File: src/source/spi_flash_pkg.sv
`default_nettype none

package spi_flash_pkg;

    // Host side widths
    localparam int DATA_W  = 32;
    localparam int ADDR_W  = 24;   // 3-byte addressing only
    localparam int CMD_W   = 8;
    localparam int NBITS_W = 6;    // Data length, 1 to 32
    localparam int DUMMY_W = 4;

    // Frame planning widths
    localparam int FRAME_W  = CMD_W + ADDR_W + DATA_W;   // 64 bit transmit string
    localparam int TXBITS_W = 7;                         // Up to 64 bits on MOSI
    localparam int EDGE_W   = 8;                         // Max 158 sclk edges

    // Frame kinds, unknown codes fall back to command only
    typedef enum logic [2:0] {
        KIND_CMD            = 3'd0,
        KIND_CMD_READ       = 3'd1,
        KIND_CMD_ADDR_READ  = 3'd2,   // Only kind with dummy cycles
        KIND_CMD_WRITE      = 3'd3,
        KIND_CMD_ADDR_WRITE = 3'd4,
        KIND_CMD_ADDR       = 3'd5
    } spi_kind_t;

    // One host request
    typedef struct packed {
        spi_kind_t            kind;
        logic [CMD_W-1:0]     command;
        logic [ADDR_W-1:0]    address;
        logic [DATA_W-1:0]    data_in;       // Write data, top nbits are sent
        logic [NBITS_W-1:0]   nbits;
        logic [DUMMY_W-1:0]   dummy_cycles;
    } spi_req_t;

    // Frame plan shared by the datapath blocks
    typedef struct packed {
        logic [FRAME_W-1:0]   tx_frame;      // Left aligned, MSB first
        logic [TXBITS_W-1:0]  tx_bits;
        logic [DUMMY_W-1:0]   dummy;
        logic [NBITS_W-1:0]   rx_bits;       // 0 when nothing is read
        logic [EDGE_W-1:0]    sclk_edges;    // Two edges per bit period
    } spi_plan_t;

endpackage

`default_nettype wire

File: src/source/spi_flash_master.sv
`default_nettype none
`timescale 1ns/1ps

module spi_flash_master #(
    parameter int CLKS_PER_HALF_SCLK = 2,
    parameter int CPOL               = 1,
    parameter int CPHA               = 1
) (
    input  logic                              clk,
    input  logic                              rst,
    input  spi_flash_pkg::spi_req_t           req,
    input  logic                              valid,
    output logic                              ready,
    output logic                              done,
    output logic [spi_flash_pkg::DATA_W-1:0]  data_out,
    output logic                              sclk,
    output logic                              ss,
    output logic                              mosi,
    input  logic                              miso
);
    import spi_flash_pkg::*;

    logic              accept;
    logic              plan_valid;
    logic              idle;
    logic              start;
    logic              sclk_en;
    logic              frame_done;
    logic              lead_edge;
    logic              trail_edge;
    logic [DATA_W-1:0] rx_word;
    spi_plan_t         plan;

    spi_request_stage u_request (
        .clk        (clk),
        .rst        (rst),
        .valid      (valid),
        .req        (req),
        .idle       (idle),
        .accept     (accept),
        .plan       (plan),
        .plan_valid (plan_valid)
    );

    spi_sequencer u_sequencer (
        .clk        (clk),
        .rst        (rst),
        .accept     (accept),
        .plan_valid (plan_valid),
        .frame_done (frame_done),
        .rx_word    (rx_word),
        .start      (start),
        .sclk_en    (sclk_en),
        .idle       (idle),
        .ss         (ss),
        .ready      (ready),
        .done       (done),
        .data_out   (data_out)
    );

    spi_sclk_gen #(
        .CLKS_PER_HALF_SCLK (CLKS_PER_HALF_SCLK),
        .CPOL               (CPOL)
    ) u_sclk_gen (
        .clk        (clk),
        .rst        (rst),
        .sclk_en    (sclk_en),
        .start      (start),
        .sclk_edges (plan.sclk_edges),
        .lead_edge  (lead_edge),
        .trail_edge (trail_edge),
        .frame_done (frame_done),
        .sclk       (sclk)
    );

    spi_shift_engine #(
        .CPHA (CPHA)
    ) u_shift (
        .clk        (clk),
        .rst        (rst),
        .start      (start),
        .lead_edge  (lead_edge),
        .trail_edge (trail_edge),
        .plan       (plan),
        .miso       (miso),
        .mosi       (mosi),
        .rx_word    (rx_word)
    );

endmodule

`default_nettype wire

File: src/source/spi_request_stage.sv
`default_nettype none
`timescale 1ns/1ps

module spi_request_stage (
    input  logic                     clk,
    input  logic                     rst,
    input  logic                     valid,
    input  spi_flash_pkg::spi_req_t  req,
    input  logic                     idle,
    output logic                     accept,
    output spi_flash_pkg::spi_plan_t plan,
    output logic                     plan_valid
);
    import spi_flash_pkg::*;

    localparam int PER_W = EDGE_W - 1;   // Bit periods, doubled into edges

    logic             taken;     // This valid level was already consumed
    logic             take;
    spi_req_t         req_q;
    spi_plan_t        plan_d;
    logic [PER_W-1:0] periods;

    assign take = valid && !taken && idle;

    always_ff @(posedge clk or posedge rst) begin
        if (rst) begin
            taken      <= 1'b0;
            accept     <= 1'b0;
            plan_valid <= 1'b0;
        end else begin
            accept     <= take;
            plan_valid <= accept;   // Plan is ready one cycle after accept
            if (take)
                taken <= 1'b1;
            else if (!valid)
                taken <= 1'b0;      // Host dropped valid, arm for the next one
        end
    end

    always_ff @(posedge clk) begin
        if (take)
            req_q <= req;
        if (accept)
            plan <= plan_d;
    end

    // Every frame starts with the command byte
    always_comb begin
        plan_d = '0;
        plan_d.tx_frame[FRAME_W-1 -: CMD_W] = req_q.command;
        plan_d.tx_bits = TXBITS_W'(CMD_W);
        case (req_q.kind)
            KIND_CMD_READ: begin
                plan_d.rx_bits = req_q.nbits;
            end
            KIND_CMD_ADDR_READ: begin
                plan_d.tx_frame[FRAME_W-CMD_W-1 -: ADDR_W] = req_q.address;
                plan_d.tx_bits = TXBITS_W'(CMD_W + ADDR_W);
                plan_d.dummy   = req_q.dummy_cycles;
                plan_d.rx_bits = req_q.nbits;
            end
            KIND_CMD_WRITE: begin
                plan_d.tx_frame[FRAME_W-CMD_W-1 -: DATA_W] = req_q.data_in;
                plan_d.tx_bits = TXBITS_W'(CMD_W) + TXBITS_W'(req_q.nbits);
            end
            KIND_CMD_ADDR_WRITE: begin
                plan_d.tx_frame[FRAME_W-CMD_W-1 -: ADDR_W] = req_q.address;
                plan_d.tx_frame[DATA_W-1:0]                = req_q.data_in;
                plan_d.tx_bits = TXBITS_W'(CMD_W + ADDR_W) + TXBITS_W'(req_q.nbits);
            end
            KIND_CMD_ADDR: begin
                plan_d.tx_frame[FRAME_W-CMD_W-1 -: ADDR_W] = req_q.address;
                plan_d.tx_bits = TXBITS_W'(CMD_W + ADDR_W);
            end
            default: ;   // Command only
        endcase
        periods = PER_W'(plan_d.tx_bits) + PER_W'(plan_d.dummy) + PER_W'(plan_d.rx_bits);
        plan_d.sclk_edges = {periods, 1'b0};
    end

endmodule

`default_nettype wire

File: src/source/spi_sclk_gen.sv
`default_nettype none
`timescale 1ns/1ps

module spi_sclk_gen #(
    parameter int CLKS_PER_HALF_SCLK = 2,
    parameter int CPOL               = 1
) (
    input  logic                              clk,
    input  logic                              rst,
    input  logic                              sclk_en,
    input  logic                              start,
    input  logic [spi_flash_pkg::EDGE_W-1:0]  sclk_edges,
    output logic                              lead_edge,
    output logic                              trail_edge,
    output logic                              frame_done,
    output logic                              sclk
);
    import spi_flash_pkg::*;

    localparam int               DIV_W      = (CLKS_PER_HALF_SCLK > 1) ?
                                              $clog2(CLKS_PER_HALF_SCLK) : 1;
    localparam logic [DIV_W-1:0] DIV_LAST   = DIV_W'(CLKS_PER_HALF_SCLK - 1);
    localparam logic             IDLE_LEVEL = (CPOL != 0);

    logic [DIV_W-1:0]  div_cnt;
    logic [DIV_W-1:0]  div_now;
    logic [EDGE_W-1:0] edge_cnt;
    logic [EDGE_W-1:0] edge_now;
    logic              sclk_int;
    logic              running;
    logic              half_done;

    // The start cycle already counts as the first clk of the half period
    assign div_now   = start ? '0 : div_cnt;
    assign edge_now  = start ? '0 : edge_cnt;
    assign half_done = (div_now == DIV_LAST);
    assign running   = start || (sclk_en && (edge_cnt != sclk_edges));

    always_ff @(posedge clk or posedge rst) begin
        if (rst) begin
            div_cnt    <= '0;
            edge_cnt   <= '0;
            sclk_int   <= IDLE_LEVEL;
            sclk       <= IDLE_LEVEL;
            lead_edge  <= 1'b0;
            trail_edge <= 1'b0;
            frame_done <= 1'b0;
        end else begin
            lead_edge  <= 1'b0;
            trail_edge <= 1'b0;
            sclk       <= sclk_int;   // Pin lags the internal clock by one cycle
            frame_done <= sclk_en && !start && !frame_done && (edge_cnt == sclk_edges);
            if (running) begin
                if (half_done) begin
                    div_cnt    <= '0;
                    sclk_int   <= ~sclk_int;
                    edge_cnt   <= edge_now + 1'b1;
                    lead_edge  <= ~edge_now[0];   // Even edges lead
                    trail_edge <= edge_now[0];
                end else begin
                    div_cnt  <= div_now + 1'b1;
                    edge_cnt <= edge_now;   // Cleared on start
                end
            end
        end
    end

endmodule

`default_nettype wire

File: src/source/spi_sequencer.sv
`default_nettype none
`timescale 1ns/1ps

module spi_sequencer (
    input  logic                              clk,
    input  logic                              rst,
    input  logic                              accept,
    input  logic                              plan_valid,
    input  logic                              frame_done,
    input  logic [spi_flash_pkg::DATA_W-1:0]  rx_word,
    output logic                              start,
    output logic                              sclk_en,
    output logic                              idle,
    output logic                              ss,
    output logic                              ready,
    output logic                              done,
    output logic [spi_flash_pkg::DATA_W-1:0]  data_out
);

    typedef enum logic [1:0] {
        IDLE,
        SETUP,       // Waiting for the frame plan
        TRANSFER
    } state_t;

    state_t state;

    assign idle = (state == IDLE);

    always_ff @(posedge clk or posedge rst) begin
        if (rst) begin
            state   <= IDLE;
            start   <= 1'b0;
            sclk_en <= 1'b0;
            ss      <= 1'b1;
            ready   <= 1'b1;
            done    <= 1'b0;
        end else begin
            start <= 1'b0;
            done  <= 1'b0;
            case (state)
                IDLE: begin
                    ready <= !accept;   // Back high one cycle after done
                    if (accept)
                        state <= SETUP;
                end
                SETUP: begin
                    if (plan_valid) begin
                        start   <= 1'b1;
                        ss      <= 1'b0;   // Chip select drops with start
                        sclk_en <= 1'b1;
                        state   <= TRANSFER;
                    end
                end
                TRANSFER: begin
                    if (frame_done) begin
                        ss      <= 1'b1;
                        sclk_en <= 1'b0;
                        done    <= 1'b1;
                        state   <= IDLE;
                    end
                end
                default: begin
                    ss      <= 1'b1;
                    sclk_en <= 1'b0;
                    ready   <= 1'b1;
                    state   <= IDLE;
                end
            endcase
        end
    end

    // Result holds from done until the next accept
    always_ff @(posedge clk) begin
        if (idle && accept)
            data_out <= '0;
        else if (state == TRANSFER && frame_done)
            data_out <= rx_word;
    end

endmodule

`default_nettype wire

File: src/source/spi_shift_engine.sv
`default_nettype none
`timescale 1ns/1ps

module spi_shift_engine #(
    parameter int CPHA = 1
) (
    input  logic                              clk,
    input  logic                              rst,
    input  logic                              start,
    input  logic                              lead_edge,
    input  logic                              trail_edge,
    input  spi_flash_pkg::spi_plan_t          plan,
    input  logic                              miso,
    output logic                              mosi,
    output logic [spi_flash_pkg::DATA_W-1:0]  rx_word
);
    import spi_flash_pkg::*;

    localparam logic LAUNCH_ON_LEAD = (CPHA != 0);
    localparam int   SKIP_W         = TXBITS_W;   // tx_bits + dummy stays below 80

    logic                launch;
    logic                sample;
    logic                tx_more;
    logic                rx_take;
    logic [FRAME_W-1:0]  tx_sr;
    logic [TXBITS_W-1:0] tx_left;     // Bits still to launch
    logic [SKIP_W-1:0]   skip_left;   // Sample periods before read data
    logic [NBITS_W-1:0]  rx_left;

    assign launch  = LAUNCH_ON_LEAD ? lead_edge : trail_edge;
    assign sample  = LAUNCH_ON_LEAD ? trail_edge : lead_edge;
    assign tx_more = (tx_left != '0);
    assign rx_take = sample && (skip_left == '0) && (rx_left != '0);

    always_ff @(posedge clk or posedge rst) begin
        if (rst) begin
            mosi      <= 1'b0;
            tx_left   <= '0;
            skip_left <= '0;
            rx_left   <= '0;
        end else if (start) begin
            skip_left <= SKIP_W'(plan.tx_bits) + SKIP_W'(plan.dummy);
            rx_left   <= plan.rx_bits;
            if (LAUNCH_ON_LEAD) begin
                mosi    <= 1'b0;
                tx_left <= plan.tx_bits;
            end else begin
                mosi    <= plan.tx_frame[FRAME_W-1];   // First bit out before any edge
                tx_left <= plan.tx_bits - 1'b1;
            end
        end else begin
            if (launch) begin
                mosi <= tx_more ? tx_sr[FRAME_W-1] : 1'b0;
                if (tx_more)
                    tx_left <= tx_left - 1'b1;
            end
            if (sample) begin
                if (skip_left != '0)
                    skip_left <= skip_left - 1'b1;
                else if (rx_left != '0)
                    rx_left <= rx_left - 1'b1;
            end
        end
    end

    // Transmit and receive shift registers
    always_ff @(posedge clk) begin
        if (start) begin
            tx_sr   <= LAUNCH_ON_LEAD ? plan.tx_frame
                                      : {plan.tx_frame[FRAME_W-2:0], 1'b0};
            rx_word <= '0;
        end else begin
            if (launch && tx_more)
                tx_sr <= {tx_sr[FRAME_W-2:0], 1'b0};
            if (rx_take)
                rx_word <= {rx_word[DATA_W-2:0], miso};   // Ends right aligned
        end
    end

endmodule

`default_nettype wire

File: config.mk
export PLATFORM = sky130hd
export DESIGN_NAME = spi_flash_master
export DESIGN_NICKNAME = d
export VERILOG_FILES = /design/src/source/spi_flash_pkg.sv /design/src/source/spi_flash_master.sv /design/src/source/spi_request_stage.sv /design/src/source/spi_sclk_gen.sv /design/src/source/spi_sequencer.sv /design/src/source/spi_shift_engine.sv
export SDC_FILE = /design/constraint.sdc
export NUM_CORES = 1
export LEC_CHECK = 0
export BUFFER_PORTS_ARGS = -buffer_cell sky130_fd_sc_hd__buf_2
export CAP_MARGIN = 20
export CORE_ASPECT_RATIO = 1.75
export CORE_UTILIZATION = 35
export CTS_CLUSTER_DIAMETER = 100
export DETAILED_ROUTE_END_ITERATION = 10
export SLEW_MARGIN = 20
export SYNTH_ARGS = -nofsm -noshare
export SYNTH_HDL_FRONTEND = slang
export SYNTH_HIERARCHICAL = 1
export SYNTH_SLANG_ARGS = --single-unit
File: constraint.sdc
create_clock -name clk -period 4.4 [get_ports clk]
set_input_delay 0.66 -clock clk [delete_from_list [all_inputs] [get_ports clk]]
set_output_delay 0.66 -clock clk [all_outputs]
set_load 0.1 [all_outputs]
Word level (Yosys, flattened, before mapping)
Index checks and enable logic that the tools add are counted.
{"block": "op_classes", "n_addsub": 10, "multipliers": 0, "div": 0, "n_lt_le_gt_ge": 0, "eq_ne": 14, "n_shift": 0, "n_mux": 45, "bitwise_logic": 3, "reduce_logical": 37}
{"operator": "$mux 64", "n": 2}
{"operator": "$pmux 24 s2", "n": 1}
{"operator": "$mux 7", "n": 6}
{"operator": "$mux 6", "n": 5}
{"operator": "$pmux 7 s3", "n": 1}
{"operator": "$mux 1", "n": 19}
{"operator": "$mux 8", "n": 2}
{"operator": "$pmux 8 s2", "n": 1}
{"operator": "$add 7x4->7", "n": 2}
{"operator": "$reduce_bool 7->1", "n": 2}
{"operator": "$sub 7x1->7 const B", "n": 2}
{"operator": "$reduce_bool 2->1", "n": 6}
{"operator": "$logic_and 1x1->1", "n": 11}
{"operator": "$reduce_and 3->1", "n": 3}
{"operator": "$add 8x1->8 const B", "n": 1}
{"operator": "$eq 8x8->1", "n": 1}
{"operator": "$ne 8x8->1", "n": 1}
{"operator": "$add 4x6->7 const A", "n": 1}
{"operator": "$add 6x6->7 const A", "n": 1}
{"operator": "$add 7x6->7", "n": 1}
{"operator": "$logic_not 7->1", "n": 1}
{"operator": "$eq 3x2->1 const B", "n": 2}
{"operator": "$eq 3x3->1 const B", "n": 2}
{"operator": "$mux 2", "n": 3}
{"operator": "other kinds (19)", "n": 32}
{"block": "word_totals", "reg_bits": 338, "latchBits": 0, "ram_bits": 0, "rom_bits": 0, "inputBits": 81, "n_memories": 0}

Logic depth before layout (Yosys ltp)
{"block": "logic_depth", "ltp_word": 5, "mapped_depth": 13}

Cells and area by module
Netlist, hierarchy kept.
{"module": "spi_request_stage", "n_inst": 1, "cells_each": 319, "area_each_um2": 6148.4, "seq_area_each_um2": 5029.8}
{"module": "spi_shift_engine", "n_inst": 1, "cells_each": 439, "area_each_um2": 5255.0, "seq_area_each_um2": 3088.0}
{"module": "spi_sequencer", "n_inst": 1, "cells_each": 169, "area_each_um2": 1505.2, "seq_area_each_um2": 818.3}
{"module": "spi_sclk_gen", "n_inst": 1, "cells_each": 78, "area_each_um2": 774.5, "seq_area_each_um2": 352.8}

Worst setup path after synthesis
OpenSTA, ideal clock, no wires.
{"block": "synth_timing", "path_type": "reg-to-reg", "start": "reg u_sequencer.state[0]", "end": "reg u_request.req_q, in the netlist u_request/plan_d[81] (enable)", "setup_ns": 0.515, "t_arrival_ns": 4.045, "t_required_ns": 3.885, "slack_ns": -0.160, "path_stages_with_launch": 5, "n_path_buf": 0, "path_cell_list": "dfrtp_1 > inv_1 > ha_1 > nand2_1 > nor2_1"}
{"block": "synth_between", "elab_chain_len": 2}
{"item": "start: declaration", "line_no": "spi_sequencer.sv:26", "text": "state_t state;"}
{"item": "start signal: assignment", "line_no": "spi_sequencer.sv:32", "text": "state <= IDLE;"}
{"item": "start signal: assignment", "line_no": "spi_sequencer.sv:45", "text": "state <= SETUP;"}
{"item": "start signal: assignment", "line_no": "spi_sequencer.sv:52", "text": "state <= TRANSFER;"}
{"item": "$logic_not 2->1", "line_no": "spi_sequencer.sv:28", "text": "assign idle = (state == IDLE);"}
{"item": "via idle", "line_no": "spi_flash_master.sv:25", "text": "logic idle;"}
{"item": "$logic_and 1x1->1", "line_no": "spi_request_stage.sv:24", "text": "assign take = valid && !taken && idle;"}
{"item": "via u_request.take", "line_no": "spi_request_stage.sv:19", "text": "logic take;"}
{"item": "end signal: assignment", "line_no": "spi_request_stage.sv:43", "text": "req_q <= req;"}
{"item": "end: declaration", "line_no": "spi_request_stage.sv:20", "text": "spi_req_t req_q;"}
The timed path passes the listed nets, and every way through them passes these cells.
A chain may end at the register's enable or synchronous reset.

Final worst setup path
{"block": "layout_timing", "start": "reg u_request/req_q[75] (netlist bit)", "end": "reg, netlist name u_request/plan[6]"}
{"block": "layout_between", "elab_chain_len": 5, "elab_cells_between_ends": 12, "classes_between": "2 x add/sub; 5 x eq/ne; 3 x mux; 2 x reduce/logical"}
{"item": "$eq 3x2->1 or $eq 3x3->1 (tied branches)", "line_no": "spi_request_stage.sv:53", "text": "case (req_q.kind)"}
{"item": "$reduce_or 2->1 (no source line)"}
{"item": "$pmux 7 s3", "line_no": "spi_request_stage.sv:53"}
{"item": "$add 7x4->7", "line_no": "spi_request_stage.sv:78", "text": "periods = PER_W'(plan_d.tx_bits) + PER_W'(plan_d.dummy) + PER_W'(plan_d.rx_bits);"}
{"item": "$add 7x6->7 *", "line_no": "spi_request_stage.sv:78"}
{"item": "via u_request.periods[5]", "line_no": "spi_request_stage.sv:22", "text": "logic [PER_W-1:0] periods;"}
Mark *: on every way through the listed nets, which the timed path passes. The rest lies on a longest branch.

==> results.py <==
metrics = {
    "clock_tree": {
        "clk_latency_ps": 570,
        "cts_sinks": 338,
        "cts-htree-levels": 1,
        "cts_setup_buffers": 0,
        "cts_resized": 0,
        "cts_tree": "done",
        "cts-root-buf": "clkbuf_16",
        "cts.clk_slew.worst_paths_ps": 70,
        "cts_buffers": 31,
        "clk_path_buf_depth": 3,
    },
    "global_route": {
        "first_global_vias": 7923,
        "grt_max_degree": 79,
        "overflow": 0,
        "grt.total_usage_pct": 12.5,
        "antenna_found_initial": 0,
        "grt_pass1_wl_mm": 39.4,
    },
    "die": {
        "ios": 118,
        "core_mm2": 0.0385,
        "die_h_um": 264,
        "initial_utilization_pct": 35.5,
        "rows": 95,
        "dieArea_mm2": 0.0399,
        "die_w_um": 151,
    },
    "sta": {
        "fin_crit_sh_pct": 72.5,
        "setup-tns-final_ps": 0,
        "worstMarginPinSlew_ps": 1000,
        "max_slew_margin_pct": 33.2,
        "finalHoldViolations": 0,
        "max_freq_mhz": 313,
        "finalCriticalPeriod_ps": 3190,
        "fin_skew_ps": 12.5,
        "report.final.slew_viol_count": 0,
        "rsz0062_at_grt": "false",
        "whs_ps": 260,
        "setup_viol": 0,
    },
    "worst_setup_path": {
        "path_max_fanout": 7,
        "critPathKind": "reg2reg",
        "crit_slowest_cell": "edfxtp_1",
        "critPathArrivalTime_ps": 3510,
        "cp.required_ps": 4720,
        "critPathCaptureType": "flip-flop",
        "crit_path_start_kind": "flip-flop",
        "crit_family": "adder cells",
        "cp_cell_sequence": "inv_2, ha_1, nor2_1, nand2_1, fa_1, inv_1, ha_1, fa_1, a21o_1, a21oi_1, xnor2_1",
        "max_stage_delay_ps": 530,
        "crit_buf_inv": 2,
    },
    "cells_and_area": {
        "final_common_cell": "edfxtp_1",
        "layout-drive-gt1-share_pct": 23.5,
        "fin_nets": 1231,
        "area_growth_syn_to_layout_pct": 15.1,
        "antenna_cells": 0,
        "final_cell_mix": "edfxtp_1, nand2_1, buf_2",
    },
    "synth": {
        "yosysWarnings": 6,
        "synth_cell_types": 75,
        "syn_inst": 1005,
        "syn_nets": 1119,
        "ys_seq_elements": 338,
        "synth_async_sr_flop_share_pct": 13.3,
        "synth_edf_count": 229,
        "avgSynthCellArea_um2": 13.6,
        "syn_area_mm2": 0.0137,
        "synth_top_flop_cell": "edfxtp_1",
        "ys_seq_area_share_pct": 67.9,
    },
    "detailed_routing": {
        "drt_iter0_markers": 297,
        "route.vias.total": 7794,
        "route.detailed.drc": 0,
        "wl_per_cell_um": 15.0,
        "firstDrtPassIters": 4,
        "detail-route-antenna-nets": 0,
        "vias_per_cell": 4.79,
        "drt-total-wl_mm": 24.4,
    },
    "hold_path": {
        "hp-class": "in2reg",
    },
    "flow_run": {
        "maxCapViolCount": 0,
    },
    "placed_design": {
        "io_buffers": 117,
        "dp_hpwl_mm": 16.2,
        "routabilityCongestion": 0.792,
    },
    "status": {
        "status": "finished, final reports clean",
    },
    "power_and_ir_drop": {
        "powerDensity_mw_per_mm2": 568,
        "power_leakage_uw": 0.00595,
        "ir_drop_v": 0.000323,
    },
}
worst reg2reg max path, delay by kind of cell, from the launching register on:
family | cells | cell delay, ps
XOR/XNOR | 1 | 80
buffers and inverters | 2 | 120
flip-flops | 1 | 530
AND/OR/NAND/NOR | 2 | 310
AO/OA/AOI/OAI | 2 | 360
adder cells (fa/ha/maj) | 4 | 1550
state kept, by name (all words and copies together), names as in the netlist, 2 cells and up:
register	cells
u_sequencer/data_out	32
u_shift/rx_word	32
u_shift/skip_left	7
u_shift/rx_left	6
u_shift/tx_left	7
u_request/req_q	69
u_sequencer/state	2
u_sclk_gen/edge_cnt	8
u_shift/tx_sr	64
u_request/plan_d	8
u_request/plan	88
where the power goes:
part	total [µW]	leakage (µW)	switching (µW)	internal [µW]
Clock	2660	0.000478	1130	1530
Combinational	1720	0.00227	1050	675
Sequential	4560	0.00320	335	4220
layer usage:
layer	up-vias	GRT usage (%)	wire length, µm
li1	3826	-	-
met1	3730	13.2	9380
met2	176	23.7	13100
met3	62	1.73	911
met4	0	5.95	1000
met5	-	0	0
what timing repair did:
| action | CTS | global route |
|---|---|---|
| hold endpoints to repair | 3 | 0 |
| endpoints found under the setup margin | 0 | 0 |
| hold buffers | 1 | 0 |
logic make-up (layout without fill, tap and decap cells):
kind of cell | Yosys count | count (layout) | synth area share [%]
flops | 338 | 338 | 67.9
simple gates | 267 | 267 | 9.59
compound gates | 172 | 172 | 8.29
buf+inv | 92 | 228 | 2.95
mux | 72 | 72 | 5.93
fa+ha+maj | 33 | 33 | 3.35
xor+xnor | 30 | 30 | 1.98
other cells | 1 | 1 | 0.0274
cells in the mapped netlist (all sizes together), types with 2 or more instances:
cell    number  area [µm²]
nand2b       5        31.3
xor2        19         174
a221o        2        20.0
a31oi        4        25.0
nor4         3        18.8
or3          6        37.5
nor2b        9        63.8
buf         27         159
a21oi       79         395
o21ai       21         113
o31a         2        17.5
inv         43         161
and3         6        37.5
o31ai        2        15.0
mux2i        6        60.1
ha          27         338
and2        35         220
a211oi       8        65.1
or2          2        12.5
nor3b        4        46.3
nand2      149         562
clkbuf      21        78.8
o211ai       4        30.0
dfrtp       41        1030
a22o        32         280
o311ai       2        17.5
mux2        66         751
o21a         2        15.0
xnor2       11        96.3
edfxtp     229        6880
nand4        4        25.0
nor3        10        60.1
fa           6         120
dfstp        4         105
nor2        17        66.3
nand3        7        35.0
dfxtp       64        1280
a21o         4        30.0
or4          4        37.5
final timing paths:
| path | startpoint | endpoint | slack [ps] | depth (start not counted) |
|---|---|---|---|---|
| worst min-delay path | req[37] | u_request/req_q[37]$_DFFE_PP_ | 260 | 1 |
| min in group asynchronous | rst | u_request/plan_valid$_DFF_PP0_ | 550 | 3 |
| worst max-delay path | u_request/req_q[75]$_DFFE_PP_ | u_request/plan[6]$_DFFE_PP_ | 1210 | 11 |
| worst min register to register | u_sclk_gen/sclk_int$_DFFE_PP1P_ | u_sclk_gen/sclk$_DFF_PP1_ | 370 | 0 |
| max in group asynchronous | rst | u_shift/rx_left[4]$_DFFE_PP0P_ | 3010 | 3 |
| worst max register to register | u_request/req_q[75]$_DFFE_PP_ | u_request/plan[6]$_DFFE_PP_ | 1210 | 11 |
through the flow:
stage | total power [µW] | instances | worst slack, ps | util (%) | area, µm²
after floorplan | 5880 | 1005 | 1150 | - | 13700
after global placement | 6320 | 1568 | 1260 | 38.3 | 14700
after detailed placement | 6380 | 1568 | 1220 | 38.3 | 14700
after CTS | 9080 | 1626 | 1220 | 40.9 | 15800
after global routing | 9410 | 1626 | 966 | 40.9 | 15800
final | 8940 | 1626 | 1210 | 40.9 | 15800
layout make-up:
class | instances | area [µm²]
Sequential cell | 338 | 9300
Timing Repair Buffer | 127 | 676
Inverter | 44 | 166
Multi-Input combinational cell | 575 | 4010
Tap cell | 485 | 607
Fill cell | 3611 | 22800
Clock inverter | 17 | 189
Clock buffer | 40 | 810
Power figures use the tool's default switching activity.
